## config.mk

```make
export PLATFORM = sky130hd
export DESIGN_NAME = fp16_addsub
export DESIGN_NICKNAME = d
export VERILOG_FILES = /design/src/rtl/fp16_pkg.sv /design/src/rtl/fp16_decode.sv /design/src/rtl/fp16_execute.sv /design/src/rtl/fp16_result.sv /design/src/rtl/fp16_addsub.sv
export SDC_FILE = /design/constraint.sdc
export NUM_CORES = 1
export LEC_CHECK = 0
export BUFFER_PORTS_ARGS = -buffer_cell sky130_fd_sc_hd__buf_2
export CORE_MARGIN = 3
export CORE_UTILIZATION = 40
export DETAILED_ROUTE_END_ITERATION = 12
export PLACE_DENSITY = 0.57
export SETUP_SLACK_MARGIN = 0.05
export SLEW_MARGIN = 15
export SYNTH_ARGS = -nofsm -noshare
export SYNTH_HDL_FRONTEND = slang
export SYNTH_SLANG_ARGS = --single-unit
```

## constraint.sdc

```tcl
create_clock -name clk -period 5.7 [get_ports clk]
set_input_delay 0.855 -clock clk [delete_from_list [all_inputs] [get_ports clk]]
set_output_delay 0.855 -clock clk [all_outputs]
set_load 0.01 [all_outputs]
```

## src/rtl/fp16_pkg.sv

```systemverilog
// ----------------------------------------
// Shared definitions for the fp16 add/sub pipeline
// Format widths, bias, special encodings, latency
// ----------------------------------------

package fp16_pkg;

    // ----------------------------------------
    // IEEE 754 binary16 field layout
    // ----------------------------------------

    // Full word width
    localparam int FP_W = 16;

    // Biased exponent field
    localparam int EXP_W = 5;

    // Stored fraction field, hidden bit not included
    localparam int MAN_W = 10;

    // Exponent bias of the format
    localparam int EXP_BIAS = 15;

    // All-ones exponent marks infinity and NaN
    localparam logic [EXP_W-1:0] EXP_MAX = {EXP_W{1'b1}};

    // ----------------------------------------
    // Special encodings
    // ----------------------------------------

    // Canonical quiet NaN, sign clear and top fraction bit set
    localparam logic [FP_W-1:0] QNAN = 16'h7E00;

    // ----------------------------------------
    // Internal datapath widths
    // ----------------------------------------

    // Guard, round and sticky positions below the fraction
    localparam int GRD_W = 3;

    // Aligned significand
    // hidden bit, fraction and the guard positions
    localparam int SIG_W = 1 + MAN_W + GRD_W;

    // ----------------------------------------
    // Pipeline timing
    // ----------------------------------------

    // Edges from operand sampling to result, sampling edge included
    localparam int PIPE_LAT = 3;

endpackage

```

## src/rtl/fp16_decode.sv

```systemverilog
// ----------------------------------------
// Stage 1 of the fp16 add/sub pipeline
// Unpack, classify specials, order and align
// ----------------------------------------

module fp16_decode
    import fp16_pkg::*;
(
    input  logic             clk,
    input  logic             rst_n,
    input  logic             in_valid,
    input  logic             op_sub,
    input  logic [FP_W-1:0]  a,
    input  logic [FP_W-1:0]  b,
    output logic             d_valid,
    output logic             d_sign,
    output logic             d_eff_sub,
    output logic [EXP_W-1:0] d_exp,
    output logic [SIG_W-1:0] d_sig_big,
    output logic [SIG_W-1:0] d_sig_small,
    output logic             d_special,
    output logic [FP_W-1:0]  d_special_res,
    output logic             d_invalid
);

    // ----------------------------------------
    // Unpack
    // ----------------------------------------

    logic             sign_a;
    logic             sign_b;
    logic [EXP_W-1:0] exp_a;
    logic [EXP_W-1:0] exp_b;
    logic [MAN_W-1:0] man_a;
    logic [MAN_W-1:0] man_b;

    assign sign_a = a[FP_W-1];
    // Subtraction is addition with b negated
    assign sign_b = b[FP_W-1] ^ op_sub;
    assign exp_a  = a[MAN_W +: EXP_W];
    assign exp_b  = b[MAN_W +: EXP_W];
    assign man_a  = a[MAN_W-1:0];
    assign man_b  = b[MAN_W-1:0];

    // Special classes
    logic nan_a;
    logic nan_b;
    logic inf_a;
    logic inf_b;

    assign nan_a = (exp_a == EXP_MAX) && (man_a != '0);
    assign nan_b = (exp_b == EXP_MAX) && (man_b != '0);
    assign inf_a = (exp_a == EXP_MAX) && (man_a == '0);
    assign inf_b = (exp_b == EXP_MAX) && (man_b == '0);

    // Denormals sit at exponent 1 with a clear hidden bit
    logic [EXP_W-1:0] eexp_a;
    logic [EXP_W-1:0] eexp_b;
    logic [SIG_W-1:0] sig_a;
    logic [SIG_W-1:0] sig_b;

    assign eexp_a = (exp_a == '0) ? EXP_W'(1) : exp_a;
    assign eexp_b = (exp_b == '0) ? EXP_W'(1) : exp_b;
    assign sig_a  = {exp_a != '0, man_a, {GRD_W{1'b0}}};
    assign sig_b  = {exp_b != '0, man_b, {GRD_W{1'b0}}};

    // ----------------------------------------
    // Order by magnitude and align
    // ----------------------------------------

    // Encoding is monotonic in magnitude once the sign is removed
    logic a_big;
    assign a_big = a[FP_W-2:0] >= b[FP_W-2:0];

    logic             sign_big;
    logic [EXP_W-1:0] exp_big;
    logic [EXP_W-1:0] exp_diff;
    logic [SIG_W-1:0] sig_big;
    logic [SIG_W-1:0] sig_small;

    assign sign_big  = a_big ? sign_a : sign_b;
    assign exp_big   = a_big ? eexp_a : eexp_b;
    assign exp_diff  = a_big ? (eexp_a - eexp_b) : (eexp_b - eexp_a);
    assign sig_big   = a_big ? sig_a : sig_b;
    assign sig_small = a_big ? sig_b : sig_a;

    // Right shift with every lost bit folded into the lsb
    logic [SIG_W-1:0] lost_mask;
    logic [SIG_W-1:0] shifted;
    logic             sticky;
    logic [SIG_W-1:0] sig_aligned;

    // Shift counts past the width give an all-ones mask
    assign lost_mask   = ~({SIG_W{1'b1}} << exp_diff);
    assign shifted     = sig_small >> exp_diff;
    assign sticky      = |(sig_small & lost_mask);
    assign sig_aligned = {shifted[SIG_W-1:1], shifted[0] | sticky};

    // ----------------------------------------
    // Special cases
    // ----------------------------------------

    logic            special;
    logic [FP_W-1:0] special_res;
    logic            invalid_c;

    always_comb begin
        special     = 1'b0;
        special_res = QNAN;
        invalid_c   = 1'b0;
        if (nan_a || nan_b) begin
            // Any NaN in gives the canonical NaN, no flag
            special = 1'b1;
        end else if (inf_a && inf_b) begin
            special = 1'b1;
            if (sign_a != sign_b) begin
                // Inf minus inf under the effective operation
                invalid_c = 1'b1;
            end else begin
                special_res = {sign_a, EXP_MAX, {MAN_W{1'b0}}};
            end
        end else if (inf_a) begin
            special     = 1'b1;
            special_res = {sign_a, EXP_MAX, {MAN_W{1'b0}}};
        end else if (inf_b) begin
            // Effective sign, so a minus inf gives -inf
            special     = 1'b1;
            special_res = {sign_b, EXP_MAX, {MAN_W{1'b0}}};
        end
    end

    // ----------------------------------------
    // Stage 1 registers
    // ----------------------------------------

    always_ff @(posedge clk) begin
        if (!rst_n) begin
            d_valid <= 1'b0;
        end else begin
            d_valid <= in_valid;
        end
    end

    // Payload only moves with a valid operation
    always_ff @(posedge clk) begin
        if (in_valid) begin
            d_sign        <= sign_big;
            d_eff_sub     <= sign_a ^ sign_b;
            d_exp         <= exp_big;
            d_sig_big     <= sig_big;
            d_sig_small   <= sig_aligned;
            d_special     <= special;
            d_special_res <= special_res;
            d_invalid     <= invalid_c;
        end
    end

endmodule

```

## src/rtl/fp16_execute.sv

```systemverilog
// ----------------------------------------
// Stage 2 of the fp16 add/sub pipeline
// Magnitude add or subtract of aligned significands
// ----------------------------------------

module fp16_execute
    import fp16_pkg::*;
(
    input  logic             clk,
    input  logic             rst_n,
    input  logic             d_valid,
    input  logic             d_sign,
    input  logic             d_eff_sub,
    input  logic [EXP_W-1:0] d_exp,
    input  logic [SIG_W-1:0] d_sig_big,
    input  logic [SIG_W-1:0] d_sig_small,
    input  logic             d_special,
    input  logic [FP_W-1:0]  d_special_res,
    input  logic             d_invalid,
    output logic             e_valid,
    output logic             e_sign,
    output logic [EXP_W-1:0] e_exp,
    output logic [SIG_W:0]   e_sum,
    output logic             e_special,
    output logic [FP_W-1:0]  e_special_res,
    output logic             e_invalid
);

    // ----------------------------------------
    // Adder
    // ----------------------------------------

    // One extra bit on top catches the carry of an addition
    logic [SIG_W:0] big_ext;
    logic [SIG_W:0] small_ext;
    logic [SIG_W:0] sum_c;

    assign big_ext   = {1'b0, d_sig_big};
    assign small_ext = {1'b0, d_sig_small};

    // Decode put the larger magnitude first
    // so the difference never wraps below zero
    always_comb begin
        if (d_eff_sub) begin
            sum_c = big_ext - small_ext;
        end else begin
            sum_c = big_ext + small_ext;
        end
    end

    // ----------------------------------------
    // Stage 2 registers
    // ----------------------------------------

    always_ff @(posedge clk) begin
        if (!rst_n) begin
            e_valid <= 1'b0;
        end else begin
            e_valid <= d_valid;
        end
    end

    // Sign, exponent and special fields ride along unchanged
    always_ff @(posedge clk) begin
        if (d_valid) begin
            e_sign        <= d_sign;
            e_exp         <= d_exp;
            e_sum         <= sum_c;
            e_special     <= d_special;
            e_special_res <= d_special_res;
            e_invalid     <= d_invalid;
        end
    end

endmodule

```

## src/rtl/fp16_result.sv

```systemverilog
// ----------------------------------------
// Stage 3 of the fp16 add/sub pipeline
// Normalize, truncate, pack, flags, output registers
// ----------------------------------------

module fp16_result
    import fp16_pkg::*;
(
    input  logic             clk,
    input  logic             rst_n,
    input  logic             e_valid,
    input  logic             e_sign,
    input  logic [EXP_W-1:0] e_exp,
    input  logic [SIG_W:0]   e_sum,
    input  logic             e_special,
    input  logic [FP_W-1:0]  e_special_res,
    input  logic             e_invalid,
    output logic             out_valid,
    output logic [FP_W-1:0]  result,
    output logic             invalid,
    output logic             overflow
);

    // Leading zeros of the sum below the carry bit
    // returns SIG_W for an all-zero input
    function automatic logic [EXP_W-1:0] lead_zeros(input logic [SIG_W-1:0] v);
        logic [EXP_W-1:0] n;
        logic             found;
        n     = EXP_W'(SIG_W);
        found = 1'b0;
        for (int i = SIG_W - 1; i >= 0; i--) begin
            if (v[i] && !found) begin
                n     = EXP_W'(SIG_W - 1 - i);
                found = 1'b1;
            end
        end
        return n;
    endfunction

    // ----------------------------------------
    // Normalize
    // ----------------------------------------

    logic [EXP_W-1:0] lz;
    logic [EXP_W-1:0] lim;
    logic [EXP_W-1:0] shamt;
    logic [SIG_W-1:0] norm;
    logic [EXP_W:0]   exp_n;

    // Left shift stops once the exponent reaches 1
    assign lz    = lead_zeros(e_sum[SIG_W-1:0]);
    assign lim   = e_exp - 1'b1;
    assign shamt = (lz > lim) ? lim : lz;

    always_comb begin
        if (e_sum[SIG_W]) begin
            // Carry out, shift right and keep the dropped bit as sticky
            norm  = {e_sum[SIG_W:2], e_sum[1] | e_sum[0]};
            exp_n = {1'b0, e_exp} + 1'b1;
        end else begin
            norm  = e_sum[SIG_W-1:0] << shamt;
            exp_n = {1'b0, e_exp} - shamt;
        end
    end

    // ----------------------------------------
    // Truncate and pack
    // ----------------------------------------

    logic [MAN_W-1:0] frac;
    logic [EXP_W-1:0] exp_fld;

    // Guard positions are simply dropped
    assign frac    = norm[GRD_W +: MAN_W];
    // Clear hidden bit after a limited shift means a denormal
    assign exp_fld = norm[SIG_W-1] ? exp_n[EXP_W-1:0] : '0;

    logic [FP_W-1:0] res_c;
    logic            ovf_c;

    always_comb begin
        ovf_c = 1'b0;
        if (e_special) begin
            res_c = e_special_res;
        end else if (exp_n >= {1'b0, EXP_MAX}) begin
            // Only reachable through the carry path
            res_c = {e_sign, EXP_MAX, {MAN_W{1'b0}}};
            ovf_c = 1'b1;
        end else if ((exp_fld == '0) && (frac == '0)) begin
            // Exact cancellation and zero operands give +0
            res_c = '0;
        end else begin
            res_c = {e_sign, exp_fld, frac};
        end
    end

    // ----------------------------------------
    // Output registers
    // ----------------------------------------

    // Result and flags hold between operations
    always_ff @(posedge clk) begin
        if (!rst_n) begin
            out_valid <= 1'b0;
            result    <= '0;
            invalid   <= 1'b0;
            overflow  <= 1'b0;
        end else begin
            out_valid <= e_valid;
            if (e_valid) begin
                result   <= res_c;
                invalid  <= e_invalid;
                overflow <= ovf_c;
            end
        end
    end

endmodule

```

## src/rtl/fp16_addsub.sv

```systemverilog
// ----------------------------------------
// Top level of the pipelined fp16 add/sub unit
// Decode, execute and result stages in a chain
// ----------------------------------------

module fp16_addsub
    import fp16_pkg::*;
(
    input  logic            clk,
    input  logic            rst_n,
    input  logic            in_valid,
    input  logic            op_sub,
    input  logic [FP_W-1:0] a,
    input  logic [FP_W-1:0] b,
    output logic            out_valid,
    output logic [FP_W-1:0] result,
    output logic            invalid,
    output logic            overflow
);

    // Decode to execute
    logic             d_valid;
    logic             d_sign;
    logic             d_eff_sub;
    logic [EXP_W-1:0] d_exp;
    logic [SIG_W-1:0] d_sig_big;
    logic [SIG_W-1:0] d_sig_small;
    logic             d_special;
    logic [FP_W-1:0]  d_special_res;
    logic             d_invalid;

    // Execute to result
    logic             e_valid;
    logic             e_sign;
    logic [EXP_W-1:0] e_exp;
    logic [SIG_W:0]   e_sum;
    logic             e_special;
    logic [FP_W-1:0]  e_special_res;
    logic             e_invalid;

    // Stage 1
    fp16_decode u_decode (
        .clk           (clk),
        .rst_n         (rst_n),
        .in_valid      (in_valid),
        .op_sub        (op_sub),
        .a             (a),
        .b             (b),
        .d_valid       (d_valid),
        .d_sign        (d_sign),
        .d_eff_sub     (d_eff_sub),
        .d_exp         (d_exp),
        .d_sig_big     (d_sig_big),
        .d_sig_small   (d_sig_small),
        .d_special     (d_special),
        .d_special_res (d_special_res),
        .d_invalid     (d_invalid)
    );

    // Stage 2
    fp16_execute u_execute (
        .clk           (clk),
        .rst_n         (rst_n),
        .d_valid       (d_valid),
        .d_sign        (d_sign),
        .d_eff_sub     (d_eff_sub),
        .d_exp         (d_exp),
        .d_sig_big     (d_sig_big),
        .d_sig_small   (d_sig_small),
        .d_special     (d_special),
        .d_special_res (d_special_res),
        .d_invalid     (d_invalid),
        .e_valid       (e_valid),
        .e_sign        (e_sign),
        .e_exp         (e_exp),
        .e_sum         (e_sum),
        .e_special     (e_special),
        .e_special_res (e_special_res),
        .e_invalid     (e_invalid)
    );

    // Stage 3 drives the registered outputs
    fp16_result u_result (
        .clk           (clk),
        .rst_n         (rst_n),
        .e_valid       (e_valid),
        .e_sign        (e_sign),
        .e_exp         (e_exp),
        .e_sum         (e_sum),
        .e_special     (e_special),
        .e_special_res (e_special_res),
        .e_invalid     (e_invalid),
        .out_valid     (out_valid),
        .result        (result),
        .invalid       (invalid),
        .overflow      (overflow)
    );

endmodule

```

; ---- Yosys cells after proc, flatten, opt, wreduce, memory -nomap -nowiden
; Cells that the tools add are included.
[op_classes]
mul = 0
n_mux = 50
eq_ne = 3
magnitude_cmp = 3
n_bitwise = 7
reduce_logical = 46
div_mod_pow = 0
shifts = 3
n_addsub = 7
[ops]
columns = cell, count
row1 = $mux W16, 7
row2 = $mux W5, 19
row3 = $mux W14, 3
row4 = $logic_not A10 Y1, 3
row5 = $reduce_bool A10 Y1, 2
row6 = $logic_and A1 B1 Y1, 19
row7 = $mux W1, 18
row8 = $add A14 B14 Y15, 1
row9 = $ge A15 B15 Y1, 1
row10 = $logic_not A5 Y1, 3
row11 = $mux W15, 1
row12 = $sub A14 B14 Y15, 1
row13 = $and A14 B14 Y14, 1
row14 = $not A14 Y14, 1
row15 = $reduce_or A14 Y1, 1
row16 = $shl A14 B5 Y14, 1
row17 = $shl A14 B5 Y14 const A, 1
row18 = $shr A14 B5 Y14, 1
row19 = $logic_not A1 Y1, 13
row20 = $eq A5 B5 Y1 const B, 2
row21 = $reduce_bool A5 Y1, 2
row22 = $sub A5 B5 Y5, 2
row23 = $add A5 B1 Y6 const B, 1
row24 = $ge A6 B5 Y1 const B, 1
row25 = 12 further kinds, 14
[totals]
output_inout_bits = 19
in_bits = 36
ram_bits = 0
mem_count = 0
latch_bits = 0
reg_bits = 113
rom_bits = 0
wordCells = 139

; ---- Logic depth before layout (Yosys ltp)
; Gate-level depths: netlist of the first run.
[logic_depth]
word_depth = 50
depth_mapped = 28

; ---- Hierarchy
; A second synthesis of the first run with hierarchy kept.
[unflattened]
hier_cells = 875
area_unflattened_um2 = 8076.5
[modules_own_cells]
columns = module, area_each_um2, instances, cells_each
row1 = fp16_decode, 3181.8, 1, 343
row2 = fp16_result, 2685.1, 1, 350
row3 = fp16_execute, 2209.6, 1, 182

; ---- Worst setup path before layout of the first run
; OpenSTA, ideal clock, no wires.
[synth_path]
kind = reg-to-reg
from = register u_execute.e_sum[12]
to = register u_result.result[1]
slack_ns = 0.220
required_ns = 5.641
path_stages_with_launch = 25
arrival_time_ns = 5.421
setup_time_ns = 0.059
path_buffers = 2
synth_period_minus_slack_ns = 5.480
path_cell_list = edfxtp_1 > or4_4 > or2_4 > clkinv_4 > a2111oi_2 > ha_1 > nor2b_1 > o221ai_1 > nor3_1 > a31o_1 > buf_6 > inv_2 > buf_2 > ha_1 > nor2b_1 > ha_1 > a21o_1 > a21oi_1 > o21bai_1 > a21oi_1 > xnor2_1 > or2_2 > nor3_2 > a22o_1 > and2_1
[synth_between]
elab_chain_cells = 48
word_cells_on_any_way = 64
[synth_lines]
columns = item, line_no
row1 = "start, declared", fp16_execute.sv:23  ; output logic [SIG_W:0] e_sum,
row2 = "start signal, assigned", fp16_execute.sv:68  ; e_sum <= sum_c;
row3 = branches (longest 46 deep; another with $logic_and A1 B1 Y1), n/a
row4 = $mux W16 *, fp16_result.sv:85  ; end else if (exp_n >= {1'b0, EXP_MAX}) begin
row5 = $mux W16 *, fp16_result.sv:83  ; if (e_special) begin
row6 = "end signal, assigned", fp16_result.sv:111  ; result <= res_c;
row7 = "end, declared", fp16_result.sv:19  ; output logic [FP_W-1:0] result,
; Mark *: on every way between the ends.
; A chain may end at the register's enable or synchronous reset.

; ---- Worst setup path in the final report of the first run
[layout_path]
from = register u_execute.e_sum[9]
to = register u_result.result[1]
[layout_between]
elab_chain_cells = 39
word_cells_on_any_way = 52
[layout_lines]
columns = item, line_no
row1 = branches (longest 37 deep; another with $logic_and A1 B1 Y1), n/a
row2 = $mux W16 *, fp16_result.sv:85
row3 = $mux W16 *, fp16_result.sv:83
; Marks and branches as above.

==> results.yml, run 1 <==
global_route:
  antenna_found_initial: 0
  grt_max_degree: 38
  grt-ovfl-total: 0
  grt_pass1_vias: 6358
  grtUsageTotal_pct: 20.8
  grt_pass1_wl_um: 33700
setup_path:
  crit_family: "simple AND/OR/NAND/NOR gates"
  r2r_end: "u_result.result[1]$_SDFFE_PN0P_"
  critical-path-slowest-cell: "or4_4"
  rrSetupSlack_ps: 410
  rr_worst_depth: 23
  crit_fanout: 9
  required_ps: 5990
  crit_top_cell: "ha_1"
  setup.worst_path.start_class: "register"
  critical_path_class: "register to register"
  crit_chain: "or4_4 > or2_4 > clkinv_4 > a2111oi_4 > ha_1 > nor2b_1 > o221ai_1 > buf_4 > nor3_1 > a21o_1 > clkinv_1 > ha_1 > nor2b_2 > ha_1 > a21o_1 > a21oi_1 > o21bai_1 > a21oi_1 > xnor2_1 > or2_2 > nor3_4 > a22o_1 > and2_1"
  cp_slowest_stage_delay_ps: 610
  cp.arrival_ps: 5580
  r2r-start: "u_execute.e_sum[9]$_DFFE_PP_"
  cp.depth: 23
  critPathBufInv: 3
  end_kind: "register"
  setup.worst_path.start: "u_execute.e_sum[9]$_DFFE_PP_"
timing:
  finalSetupViolCount: 0
  maxSlewHeadroom_pct: 30.8
  finalCritPeriodShare_pct: 92.8
  rsz0062_at_grt: "false"
  fin_skew_ps: 14.0
  tightest_slew_ps: 1040
  whs_ps: 412
  hold_viol_final: 0
  drv_slew: 0
  timing.fmax_mhz: 189
  tns_ps: 0
  fin_crit_ps: 5290
clocking:
  cts_tree: "built"
  cts_buffers: 9
  cts.sinks: 82
  clk_pin_slew_worst_paths_ps: 70
  worstSkewPairLatency_ps: 340
  cts-hold-fix-buffers: 0
  cts_buffer_depth: 2
  cts-root-buf: "clkbuf_16"
  h-tree-depth: 3
yosys:
  avgSynthCellArea_um2: 8.72
  seq_area_frac_synth_pct: 30.7
  synth_ff_type: "edfxtp_1"
  synth_edf_count: 61
  ys_seq_elements: 82
  yosysWarnings: 0
  synth_area_mm2: 0.00733
  syn_nets: 926
  synth-async-reset-ratio_pct: 0
  synth_cells: 840
  ys_types: 84
layout:
  final_util_pct: 46.9
  areaGrowthSynthToFinish_pct: 12.7
  multi_input_comb_area_mm2: 0.00472
  drive_above_1_share_pct: 17.5
  antennaDiodeCount: 0
  n_fill_cell: 1727
  seq_area_mm2: 0.00225
  layout.nets: 976
floorplan:
  die_y_um: 141
  start_util_pct: 41.6
  core_mm2: 0.0176
  chipWidth_um: 141
  fp-row-count: 48
  dieArea_mm2: 0.0200
  io_pins: 55
routing:
  drtAntennaViolNets: 0
  post_drt_wl_per_cell_um: 18.6
  viasPerCell: 6.06
  drcViolationCount: 0
  drtIter0Drc: 584
  dr.pass1.iters: 5
  vias: 6783
  wl_um: 20800
min_path:
  min_path_type: "register to register"
  whs_endpoint: "u_execute.e_invalid$_DFFE_PP_"
  whs_path_depth: 0
  holdCritStartpoint: "u_decode.d_invalid$_SDFFCE_PP0P_"
pwr:
  clockPowerShare_pct: 20.7
  seqPwrFrac_pct: 30.5
  p_sw_share_pct: 41.6
  p_leak_nw: 3.34
  p_sw_w: 0.00114
  vdd_drop_max_mv: 0.156
  p_int_w: 0.00160
  p_comb_share_pct: 48.8
  p_per_area_mw_per_mm2: 332
  power_w: 0.00275
run:
  max-cap-violations: 0
placed_design:
  portBuffers: 54
  gp_congestion: 0.976
  place_hpwl_um: 16100
status:
  status: "finished, final reports clean"
[final cells by class]
type | instances | share of cell area [%]
clock inverters | 7 | 0.772
flip-flops and latches | 82 | 27.3
inverters | 53 | 2.47
multi-input cells | 658 | 57.2
clock buffers | 9 | 2.73
well taps | 225 | 3.41
repair buffers | 86 | 6.18
[timing repair]
| item | CTS | global route |
|---|---|---|
| setup buffers | 0 | 7 |
| resized for setup | 0 | 8 |
| setup endpoints to repair | 0 | 13 |
[power by group through the flow]
stage	combinational [W]	clock, W	sequential (W)
finish	0.00134	0.000568	0.000838
global route	0.00148	0.000609	0.000846
CTS	0.00129	0.000585	0.000843
detailed placement	0.00128	0	0.000855
global placement	0.00130	0	0.000854
floorplan	0.000977	0	0.000812
[state kept, by name, indices dropped and copies added, names as in the netlist, 2 cells and up]
register / count
u_execute.e_sum: 15
u_decode.d_special_res: 2
u_decode.d_sig_big: 11
u_execute.e_special_res: 2
u_decode.d_sig_small: 14
u_execute.e_exp: 5
u_decode.d_exp: 5
u_result.result: 16
[cells by family (layout without fill, tap and decap cells)]
| logic type | after synthesis | after routing | share of synthesized area (%) |
|---|---|---|---|
| XOR/XNOR | 33 | 33 | 3.94 |
| adder cells (fa/ha/maj) | 50 | 50 | 8.84 |
| buffers and inverters | 100 | 155 | 5.51 |
| flip-flops | 82 | 82 | 30.7 |
| AO/OA/AOI/OAI | 242 | 242 | 23.5 |
| multiplexers | 45 | 45 | 7.15 |
| AND/OR/NAND/NOR | 288 | 288 | 20.3 |
[layout by cell type (no fill, tap or decap), types with 26 or more instances in the layout]
cell and count:
nand2_1 68, buf_4 32, nor2_1 54, inv_1 49, a21oi_1 45, buf_2 54
ha_1 47, nand3_1 26, xnor2_1 26, nor3_1 35, edfxtp_1 61, o21ai_0 38
[synth_stat cells (9+ instances only)]
master	n	area, um2
a211oi_1	13	97.6
a21o_1	11	82.6
a21oi_1	45	225
a31oi_1	13	81.3
and2_1	14	87.6
clkbuf_1	38	143
dfxtp_1	21	420
edfxtp_1	61	1830
ha_1	47	588
inv_1	49	184
mux2_2	16	180
mux2i_1	24	240
nand2_1	68	255
nand2b_1	11	68.8
nand3_1	26	130
nand4_1	12	75.1
nor2_1	55	206
nor3_1	36	180
nor4_1	11	68.8
o211ai_1	10	75.1
o21ai_0	39	195
o31ai_1	11	82.6
or3_1	12	75.1
or4_1	9	67.6
xnor2_1	26	228
[stage by stage]
stage	area, um2	setup WS [ps]	std cells
CTS	8170	200	1113
floorplan	7330	220	840
global placement	7880	288	1097
global route	8260	58.4	1120
detailed placement	7880	233	1097
finish	8260	409	1120
[per-layer routing]
layer / wire (um) / global-route usage [%] / up-vias
met5: 0 / 0 / -
met3: 928 / 2.83 / 56
met1: 8960 / 26.7 / 3177
met4: 926 / 9.79 / 0
li1: - / - / 3311
met2: 10000 / 34.9 / 239
[how the worst max path moves through the flow]
stage,to,slack [ps]
final,u_result.result[1]$_SDFFE_PN0P_,410
after global routing,u_result.result[9]$_SDFFE_PN0P_,60
after CTS,u_result.result[2]$_SDFFE_PN0P_,200
after detailed placement,u_result.result[2]$_SDFFE_PN0P_,230
after global placement,u_result.result[2]$_SDFFE_PN0P_,290
after floorplan,u_result.result[1]$_SDFFE_PN0P_,220
No activity file was read; power rests on OpenSTA's default activity.
==> run 2, diff against run 1 <==
--- a/config.mk
+++ b/config.mk
@@ -6,10 +6,8 @@
 export NUM_CORES = 1
 export LEC_CHECK = 0
 export BUFFER_PORTS_ARGS = -buffer_cell sky130_fd_sc_hd__buf_2
-export CORE_MARGIN = 3
 export CORE_UTILIZATION = 40
 export DETAILED_ROUTE_END_ITERATION = 12
-export PLACE_DENSITY = 0.57
 export SETUP_SLACK_MARGIN = 0.05
 export SLEW_MARGIN = 15
 export SYNTH_ARGS = -nofsm -noshare
==> results.yml, run 2 (synthesis gave the netlist of run 1 again) <==
setup_path:
  critPathBufInv: 2
  crit_family: "simple AND/OR/NAND/NOR gates"
  crit_top_cell: "ha_1"
  crit_chain: "or4_4 > or2_4 > clkinv_4 > a2111oi_4 > ha_1 > nor2b_1 > o221ai_2 > nor3_1 > a21o_1 > clkinv_1 > ha_1 > nor2b_1 > ha_1 > a21o_1 > a21oi_1 > o21bai_1 > a21oi_1 > xnor2_1 > nor3_1 > o2111ai_1 > nor4b_1 > a221oi_1"
  cp_slowest_stage_delay_ps: 610
  critical_path_class: "register to register"
  crit_fanout: 6
  required_ps: 5900
  critical-path-slowest-cell: "or4_4"
  setup.worst_path.start_class: "register"
  cp.arrival_ps: 5450
  rrSetupSlack_ps: 450
  end_kind: "register"
layout:
  largest_reg_flops: 16
  drive_above_1_share_pct: 17.3
  layout.nets: 975
  layout.cells.most_common: "nand2_1"
  antennaDiodeCount: 0
  regMostFlops: "u_result.result"
  areaGrowthSynthToFinish_pct: 12.6
  layout_common_cells: "68 x nand2_1, 61 x edfxtp_1, 54 x nor2_1, 54 x buf_2, 49 x inv_1"
  largestRegisters: "u_result.result x16, u_execute.e_sum x15, u_decode.d_sig_small x14"
pwr:
  vdd_drop_max_mv: 0.165
  p_leak_nw: 3.33
  p_sw_share_pct: 41.5
  p_int_w: 0.00160
  p_per_area_mw_per_mm2: 332
  p_comb_share_pct: 49.2
  clockPowerShare_pct: 20.4
  p_sw_w: 0.00114
  seqPwrFrac_pct: 30.4
clocking:
  cts-hold-fix-buffers: 0
  cts.sinks: 82
  worstSkewPairLatency_ps: 350
  cts_buffer_depth: 2
  cts_buffers: 9
  clk_pin_slew_worst_paths_ps: 70
  cts_tree: "built"
  cts-root-buf: "clkbuf_16"
  h-tree-depth: 3
floorplan:
  dieArea_mm2: 0.0189
  die_y_um: 137
  io_pins: 55
  fp-row-count: 49
  chipWidth_um: 137
  start_util_pct: 40.8
  core_mm2: 0.0180
global_route:
  grt_pass1_vias: 6403
  grt_max_degree: 39
  grtUsageTotal_pct: 23.1
  antenna_found_initial: 0
  grt_pass1_wl_um: 33500
  grt-ovfl-total: 0
routing:
  dr.pass1.iters: 9
  drtIter0Drc: 476
  vias: 6707
  post_drt_wl_per_cell_um: 18.6
  wl_um: 20900
  drcViolationCount: 2
  drtAntennaViolNets: 0
  viasPerCell: 5.97
timing:
  fin_skew_ps: 9.07
  tns_ps: 0
  tightest_slew_ps: 1030
  fin_ws_ps: 451
  drv_slew: 0
  fin_crit_ps: 5250
  maxSlewHeadroom_pct: 31.1
  hold_viol_final: 0
  timing.fmax_mhz: 191
  rsz0062_at_grt: "false"
  finalCritPeriodShare_pct: 92.1
  finalSetupViolCount: 0
placed_design:
  portBuffers: 54
  gp_congestion: 0.960
  dp_slack_ps: 256
  place_hpwl_um: 16100
run:
  max-cap-violations: 0
status:
  violations: "design-rule violations"
  status: "finished, violations left"
min_path:
  min_path_type: "register to register"
==> run 2: per-layer routing <==
layer	GRT usage [%]	up-vias	wire length (um)
met5	0	-	0
li1	-	3306	-
met3	3.16	44	797
met2	40.3	195	10400
met4	9.58	0	680
met1	28.4	3162	8990
==> run 2: repair_timing <==
| action | CTS | global route |
|---|---|---|
| endpoints found under the setup margin | 0 | 15 |
| buffers inserted | 0 | 6 |
| endpoints found under the hold margin | 0 | 0 |
| resized for setup | 0 | 7 |
==> run 2: power groups by stage <==
stage	combinational, W	clock, W	sequential (W)
2_1_floorplan	0.000977	0	0.000812
3_3_place_gp	0.00130	0	0.000848
3_5_place_dp	0.00129	0	0.000849
4_1_cts	0.00130	0.000578	0.000836
5_1_grt	0.00148	0.000604	0.000844
6_report	0.00135	0.000559	0.000833
==> run 2: path summary, 6_finish.rpt <==
kind / startpoint / endpoint / cells past startpoint
worst max-delay path: u_execute.e_sum[9]$_DFFE_PP_ / u_result.result[15]$_SDFFE_PN0P_ / 22
worst min register to register: u_decode.d_exp[0]$_DFFE_PP_ / u_execute.e_exp[0]$_DFFE_PP_ / 0
worst min-delay path: u_decode.d_exp[0]$_DFFE_PP_ / u_execute.e_exp[0]$_DFFE_PP_ / 0
worst max register to register: u_execute.e_sum[9]$_DFFE_PP_ / u_result.result[15]$_SDFFE_PN0P_ / 22
==> run 2: area by class of cell <==
cell class | instances | area (um2)
Tap cell | 229 | 287
Clock buffer | 9 | 225
Clock inverter | 7 | 61.3
Multi-Input combinational cell | 658 | 4720
Inverter | 53 | 204
Fill cell | 1773 | 9710
Timing Repair Buffer | 85 | 503
Sequential cell | 82 | 2250
==> run 2: through the flow <==
stage | area [um2] | cells | total power, W | utilization, % | hold WS [ps]
floorplan | 7330 | 840 | 0.00179 | - | 400
global placement | 7880 | 1101 | 0.00215 | 43.9 | 403
detailed placement | 7880 | 1101 | 0.00214 | 43.9 | 406
CTS | 8170 | 1117 | 0.00272 | 45.5 | 421
global route | 8250 | 1123 | 0.00293 | 45.9 | 426
finish | 8250 | 1123 | 0.00274 | 45.9 | 419
